[config.mk]
export PLATFORM = sky130hd
export DESIGN_NAME = dispatch_top
export DESIGN_NICKNAME = d
export VERILOG_FILES = /design/src/rtl/isa_pkg.sv /design/src/rtl/dispatch_pkg.sv /design/src/rtl/insn_decoder.sv /design/src/rtl/iq_storage.sv /design/src/rtl/dispatch_ctrl.sv /design/src/rtl/issue_stage.sv /design/src/rtl/dispatch_top.sv
export VERILOG_INCLUDE_DIRS = /design/src /design/src/rtl
export SDC_FILE = /design/constraint.sdc
export NUM_CORES = 1
export LEC_CHECK = 0
export ABC_CLOCK_PERIOD_IN_PS = 4600
export BUFFER_PORTS_ARGS = -buffer_cell sky130_fd_sc_hd__buf_2
export CAP_MARGIN = 20
export CORE_UTILIZATION = 40
export CTS_BUF_LIST = sky130_fd_sc_hd__clkbuf_2
export CTS_CLUSTER_DIAMETER = 100
export DETAILED_ROUTE_END_ITERATION = 10
export HOLD_SLACK_MARGIN = 0.05
export SYNTH_ARGS = -nofsm -noshare
export SYNTH_HDL_FRONTEND = slang
export SYNTH_SLANG_ARGS = --single-unit
[constraint.sdc]
create_clock -name clk -period 4.6 [get_ports clk]
set_input_delay 0.46 -clock clk [delete_from_list [all_inputs] [get_ports clk]]
set_output_delay 0.46 -clock clk [all_outputs]
set_load 0.01 [all_outputs]
[src/rtl/dispatch_settings.svh]
`ifndef DISPATCH_SETTINGS_SVH
`define DISPATCH_SETTINGS_SVH

// Instruction queue size and pointer width
`define DISPATCH_IQ_DEPTH 16
`define DISPATCH_IQ_IDX_W 4

// Occupancy at which iq_full rises, leaving one slot of margin
`define DISPATCH_IQ_FULL_AT 15

// Opcode of a bubble word, never stored in the queue
`define DISPATCH_NOP_OP 5'd31

`endif

[src/rtl/isa_pkg.sv]
`include "dispatch_settings.svh"

package isa_pkg;

    typedef logic [4:0] opcode_t;
    typedef logic [4:0] reg_idx_t;

    // Register form: opcodes 0 to 15
    typedef struct packed {
        opcode_t     opcode;
        reg_idx_t    rd;
        reg_idx_t    rs1;
        reg_idx_t    rs2;
        logic [11:0] unused;
    } insn_r_t;

    // Immediate form: opcodes 16 to 30, rs2 slot holds the immediate
    typedef struct packed {
        opcode_t            opcode;
        reg_idx_t           rd;
        reg_idx_t           rs1;
        logic signed [16:0] imm;
    } insn_i_t;

    typedef union packed {
        insn_r_t r;
        insn_i_t i;
    } insn_word_u;

    typedef enum logic [1:0] {
        OPC_REG,
        OPC_IMM,
        OPC_NOP
    } opc_class_e;

    localparam opcode_t OP_REG_LAST  = 5'd15;
    localparam opcode_t OP_IMM_FIRST = 5'd16;

    function automatic opc_class_e opcode_class(opcode_t op);
        opc_class_e cls;
        cls = OPC_NOP;
        if (op <= OP_REG_LAST) begin
            cls = OPC_REG;
        end else if (op >= OP_IMM_FIRST && op != `DISPATCH_NOP_OP) begin
            cls = OPC_IMM;
        end
        return cls;
    endfunction

endpackage

[src/rtl/dispatch_pkg.sv]
`include "dispatch_settings.svh"

package dispatch_pkg;

    typedef logic [`DISPATCH_IQ_IDX_W-1:0] iq_idx_t;

    // Decoded micro-op as held in the queue and sent to issue
    typedef struct packed {
        isa_pkg::opcode_t  op;
        isa_pkg::reg_idx_t rs1;
        isa_pkg::reg_idx_t rs2;
        isa_pkg::reg_idx_t rd;
        logic [31:0]       imm;
        logic              has_imm;
    } micro_op_t;

    // Empty slot in the issue registers
    localparam micro_op_t UOP_BUBBLE = '{
        op:      `DISPATCH_NOP_OP,
        rs1:     '0,
        rs2:     '0,
        rd:      '0,
        imm:     '0,
        has_imm: 1'b0
    };

endpackage

[src/rtl/insn_decoder.sv]
module insn_decoder (
    input  isa_pkg::insn_word_u     insn,
    output dispatch_pkg::micro_op_t uop,
    output logic                    uop_valid
);
    import isa_pkg::*;
    import dispatch_pkg::*;

    opc_class_e cls;

    // Opcode sits in the same bits in both views
    assign cls = opcode_class(insn.r.opcode);

    assign uop_valid = (cls != OPC_NOP);

    always_comb begin
        uop = UOP_BUBBLE;
        case (cls)
            OPC_REG: begin
                uop.op      = insn.r.opcode;
                uop.rd      = insn.r.rd;
                uop.rs1     = insn.r.rs1;
                uop.rs2     = insn.r.rs2;
                uop.imm     = '0;
                uop.has_imm = 1'b0;
            end
            OPC_IMM: begin
                uop.op      = insn.i.opcode;
                uop.rd      = insn.i.rd;
                uop.rs1     = insn.i.rs1;
                uop.rs2     = '0;
                // Sign-extend the 17-bit field to a full word
                uop.imm     = {{15{insn.i.imm[16]}}, insn.i.imm};
                uop.has_imm = 1'b1;
            end
            default: begin
                uop = UOP_BUBBLE;
            end
        endcase
    end

endmodule

[src/rtl/iq_storage.sv]
`include "dispatch_settings.svh"

module iq_storage (
    input  logic                    clk,
    input  logic                    wr_en,
    input  dispatch_pkg::iq_idx_t   wr_idx,
    input  dispatch_pkg::micro_op_t wr_uop,
    input  dispatch_pkg::iq_idx_t   rd_idx,
    output dispatch_pkg::micro_op_t head_uop
);
    import dispatch_pkg::*;

    micro_op_t entries [`DISPATCH_IQ_DEPTH];

    // Entry contents only matter while counted as occupied by the control
    always_ff @(posedge clk) begin
        if (wr_en) begin
            entries[wr_idx] <= wr_uop;
        end
    end

    // Head is read combinationally so pop can load it in the same cycle
    assign head_uop = entries[rd_idx];

endmodule

[src/rtl/dispatch_ctrl.sv]
`include "dispatch_settings.svh"

module dispatch_ctrl (
    input  logic                  clk,
    input  logic                  rst,
    input  logic                  pause,
    input  logic                  uop_valid,
    input  logic                  rs_full,
    input  logic                  rob_full,
    output logic                  wr_en,
    output dispatch_pkg::iq_idx_t wr_idx,
    output dispatch_pkg::iq_idx_t rd_idx,
    output logic                  pop,
    output logic                  stage_en,
    output logic                  iq_full
);
    import dispatch_pkg::*;

    localparam int CNT_W = `DISPATCH_IQ_IDX_W + 1;

    localparam logic [CNT_W-1:0] CNT_DEPTH   = CNT_W'(`DISPATCH_IQ_DEPTH);
    localparam logic [CNT_W-1:0] CNT_FULL_AT = CNT_W'(`DISPATCH_IQ_FULL_AT);

    iq_idx_t          head_q;
    iq_idx_t          tail_q;
    logic [CNT_W-1:0] count_q;
    logic [CNT_W-1:0] count_d;
    logic             empty;
    logic             at_cap;

    assign empty  = (count_q == '0);
    assign at_cap = (count_q == CNT_DEPTH);

    // A valid word with no free slot is dropped
    assign wr_en = uop_valid && !at_cap && !pause;

    // Either full flag holds the head in place
    assign pop = !empty && !rs_full && !rob_full && !pause;

    // Issue registers advance every unpaused cycle, bubbles included
    assign stage_en = !pause;

    assign wr_idx = tail_q;
    assign rd_idx = head_q;

    assign count_d = count_q + CNT_W'(wr_en) - CNT_W'(pop);

    always_ff @(posedge clk) begin
        if (!rst) begin
            head_q  <= '0;
            tail_q  <= '0;
            count_q <= '0;
            iq_full <= 1'b0;
        end else if (!pause) begin
            if (wr_en) begin
                tail_q <= tail_q + 1'b1;
            end
            if (pop) begin
                head_q <= head_q + 1'b1;
            end
            count_q <= count_d;
            iq_full <= (count_d >= CNT_FULL_AT);
        end
    end

endmodule

[src/rtl/issue_stage.sv]
module issue_stage (
    input  logic                    clk,
    input  logic                    rst,
    input  logic                    stage_en,
    input  logic                    pop,
    input  dispatch_pkg::micro_op_t head_uop,
    output dispatch_pkg::micro_op_t uop_out,
    output logic                    issued
);
    import dispatch_pkg::*;

    micro_op_t stage_q;
    logic      stage_vld_q;

    always_ff @(posedge clk) begin
        if (!rst) begin
            stage_q     <= UOP_BUBBLE;
            stage_vld_q <= 1'b0;
            uop_out     <= UOP_BUBBLE;
            issued      <= 1'b0;
        end else if (stage_en) begin
            if (pop) begin
                stage_q     <= head_uop;
                stage_vld_q <= 1'b1;
            end else begin
                stage_q     <= UOP_BUBBLE;
                stage_vld_q <= 1'b0;
            end
            // Whatever was staged moves out regardless of back-pressure
            uop_out <= stage_q;
            issued  <= stage_vld_q;
        end
    end

endmodule

[src/rtl/dispatch_top.sv]
module dispatch_top (
    input  logic                    clk,
    input  logic                    rst,
    input  logic                    pause,
    input  isa_pkg::insn_word_u     insn,
    input  logic                    rs_full,
    input  logic                    rob_full,
    output logic                    iq_full,
    output dispatch_pkg::micro_op_t uop_out,
    output logic                    issued
);
    import dispatch_pkg::*;

    micro_op_t uop;
    logic      uop_valid;
    logic      wr_en;
    iq_idx_t   wr_idx;
    iq_idx_t   rd_idx;
    logic      pop;
    logic      stage_en;
    micro_op_t head_uop;

    insn_decoder decoder_i (
        .insn      (insn),
        .uop       (uop),
        .uop_valid (uop_valid)
    );

    dispatch_ctrl ctrl_i (
        .clk       (clk),
        .rst       (rst),
        .pause     (pause),
        .uop_valid (uop_valid),
        .rs_full   (rs_full),
        .rob_full  (rob_full),
        .wr_en     (wr_en),
        .wr_idx    (wr_idx),
        .rd_idx    (rd_idx),
        .pop       (pop),
        .stage_en  (stage_en),
        .iq_full   (iq_full)
    );

    iq_storage storage_i (
        .clk      (clk),
        .wr_en    (wr_en),
        .wr_idx   (wr_idx),
        .wr_uop   (uop),
        .rd_idx   (rd_idx),
        .head_uop (head_uop)
    );

    issue_stage issue_i (
        .clk      (clk),
        .rst      (rst),
        .stage_en (stage_en),
        .pop      (pop),
        .head_uop (head_uop),
        .uop_out  (uop_out),
        .issued   (issued)
    );

endmodule

==> flow_summary.ini <==
[logic_synthesis]
synth_top_cell_area_share_pct = 66.30
ys.flop_type = edfxtp_1
ys_warn_count = 0
syn_avg_cell_area_um2 = 16.77
synth_cells = 1642
synthTopCellsByArea = edfxtp_1 66%, mux2i_1 8.8%, dfxtp_1 7.0%
ys_ff_latch = 704
synth.distinct_cells = 47
seq_area_frac_synth_pct = 73.28
async_flop_share_pct = 0
synth_nets = 1691
synth_edf_count = 608
synth_top_area_cell = edfxtp_1
syn_area_mm2 = 0.02754

[placement]
port-buffer-count = 91
placed_cells = 2528
dp_hpwl_um = 34260
gp_congestion = 0.7322

[critical_path]
cp-end-kind = flip-flop
crit_start = ctrl_i.count_q[3]$_SDFFE_PN0N_
r2r_cells = 13
worst-path-max-fanout = 4
criticalPathCategory = reg -> reg
ff2ff_setup_slack_ns = 1.07
cp.arrival_ns = 4.73
r2r_end = ctrl_i.iq_full$_SDFFE_PN0N_
worstSetupEndpoint = ctrl_i.iq_full$_SDFFE_PN0N_
start_kind = flip-flop
required_ns = 5.80
r2r_start = ctrl_i.count_q[3]$_SDFFE_PN0N_

[timing]
hold_viol = 0
relSlewSlack_pct = 31.81
final_max_slew_viol_count = 0
skew_ns = 0.09237
fin_crit_ns = 3.526
tns_ns = 0
rsz0062_at_grt = false
tightest_slew_ns = 1.021
period_share_pct = 76.65
clock.fmax_mhz = 283.6
setup_viol = 0

[cts]
tritoncts = done
clkSinkCount = 704
clk_pin_slew_ns = 0.11
clock_latency_ns = 1.36
postCtsSetupBuffers = 0
cts.path.max_buffers = 3
cts-buffers-inserted = 171
h-tree-depth = 4
cts-root-buf = clkbuf_2

[detailed_routing]
vias = 15353
wl_um = 64990
wl_per_cell_um = 22.48
drc = 0
vias_per_cell = 5.311
drt_iter0_drc = 1025
ant_nets = 0
drtPass1Iterations = 5

[floorplan]
fp.dieW_um = 264.4
fp.dieH_um = 264.4
die_area_mm2 = 0.06990
core_area_mm2 = 0.06763
io_pins = 92
core.rowCount = 95
start_util_pct = 40.72

[hold_path]
min-delay-start = insn[14]
hold_class = in -> reg

[global_route]
track_usage_pct = 18.88
gr-total-overflow = 0
grt_pass1_wl_um = 97290
antenna_found_initial = 2
grt_pass1_vias = 15847
grt_max_degree = 103

[final_layout]
instances_no_fill = 2891
fin_nets = 1923
area_growth_pct = 12.87
drive_gt1_share_pct = 24.96
nFillCells = 5841

[run_status]
outcome = finished clean

[pwr]
peakVddDrop_mv = 0.2217
p_per_area_mw_per_mm2 = 405.6
p_leak_nw = 10.23

[job]
maxCapViolations = 0
[synthesized netlist by cell type, drive strengths merged (2+ instances only)]
cell type / instances
a21oi: 37
o41ai: 33
mux2: 25
ha: 11
xnor2: 4
and3: 18
nor2: 83
and2: 17
xor2: 3
nand3: 36
nor3: 5
nor2b: 44
a211oi: 34
mux4: 43
o22ai: 76
inv: 12
nand2b: 6
o21ai: 2
edfxtp: 608
mux2i: 242
or3: 6
nor3b: 2
buf: 82
a31oi: 5
or2: 3
a21boi: 4
clkbuf: 39
nand2: 56
dfxtp: 96
[placed cells by master (no fill, tap or decap), drive strengths merged, types with 2 or more instances in the layout]
cell type    Yosys  final
nor3             5      5
o22ai           76     76
nand2b           6      6
nor2            83     83
nor3b            2      2
dfxtp           96     96
a31oi            5      5
clkbuf          39    260
a211oi          34     34
clkinv           0     42
xor2             3      3
buf             82    137
nor2b           44     44
xnor2            4      4
and3            18     18
diode            0      3
edfxtp         608    608
or3              6      6
or2              3      3
bufinv           0      8
mux2i          242    242
o41ai           33     33
and2            17     17
inv             12     16
a21boi           4      4
nand2           56     56
mux2            25     25
mux4            43     43
ha              11     11
dlygate4sd3      0     43
a21oi           37     37
o21ai            2      2
nand3           36     36
[flip-flops by register name, summed over array words and instances (netlist names), named ones only]
register             flops
ctrl_i.count_q           5
ctrl_i.iq_full           1
ctrl_i.rd_idx            4
ctrl_i.wr_idx            4
issue_i.issued           1
issue_i.stage_q         38
issue_i.stage_vld_q      1
issue_i.uop_out         38
storage_i.entries      608
[where the power goes]
part / switching [W] / internal [W] / total, W
Combinational: 0.000617 / 0.000365 / 0.000982
Sequential: 0.0000717 / 0.00714 / 0.00722
Clock: 0.00245 / 0.00196 / 0.00441
Total: 0.00314 / 0.00947 / 0.0126
[critical path, stage by stage, from the launching register on]
cell	delay [ns]
dfxtp_1	0.35
inv_1	0.09
ha_1	0.17
nor4b_2	0.47
or2_1	0.29
inv_2	0.05
ha_1	0.27
inv_1	0.04
ha_1	0.20
fa_1	0.44
and3b_1	0.22
or4_1	0.53
a21oi_1	0.17
a21oi_1	0.08
[how the worst min path moves through the flow]
stage / slack [ns] / endpoint / cells past startpoint
2_1_floorplan: 0.44 / issue_i.uop_out[48]$_SDFFE_PN1N_ / 2
3_3_place_gp: 0.45 / issue_i.uop_out[48]$_SDFFE_PN1N_ / 2
3_5_place_dp: 0.46 / issue_i.stage_vld_q$_SDFFE_PN0N_ / 2
4_1_cts: 0.09 / ctrl_i.count_q[3]$_SDFFE_PN0N_ / 5
5_1_grt: 0.07 / storage_i.entries[1][40]$_DFFE_PP_ / 3
6_report: 0.16 / storage_i.entries[5][40]$_DFFE_PP_ / 3
[cell type report]
type / instances / area, µm² / area share [%]
Sequential cell: 704 / 20190 / 64.96
Multi-Input combinational cell: 805 / 6730 / 21.65
Clock buffer: 260 / 1301 / 4.186
Timing Repair Buffer: 180 / 1281 / 4.122
Tap cell: 873 / 1092 / 3.514
Clock inverter: 54 / 432.9 / 1.393
Inverter: 12 / 45.04 / 0.1449
Antenna cell: 3 / 7.507 / 0.02415
[per-stage QoR]
step	hold slack [ns]	worst slack [ns]	power (W)	util [%]	area, µm²
floorplan	0.4424	0.2138	0.008018	-	27540
global placement	0.4534	1.077	0.008285	42.68	28870
detailed placement	0.4635	1.066	0.008315	42.68	28870
CTS	0.09149	1.048	0.01277	45.88	31030
global route	0.07045	0.8847	0.01320	45.95	31080
finish	0.1560	1.074	0.01261	45.96	31080
[layer usage]
metal	global-route usage (%)	up-vias	share of wire, %
li1	-	6977	-
met1	25.18	7809	45
met2	30.05	463	48
met3	5.081	104	5.9
met4	6.003	0	1.9
met5	0	-	0
[logic make-up after synthesis]
kind of cell / count (synthesis) / synth area share, %
muxes: 310 / 13.34
xor gates and xnor gates: 7 / 0.2226
adders and majority gates: 12 / 0.5725
buffers and inverters: 133 / 2.731
DFF: 704 / 73.28
and+or+nand+nor: 282 / 5.080
AOI/OAI and AO/OA: 194 / 4.780
[repair_timing]
action,in CTS,in global routing
gates resized for setup,0,0
hold buffers,43,0
endpoints found under the setup margin,0,0
endpoints found under the hold margin,703,0
No activity file was read; power rests on OpenSTA's default activity.
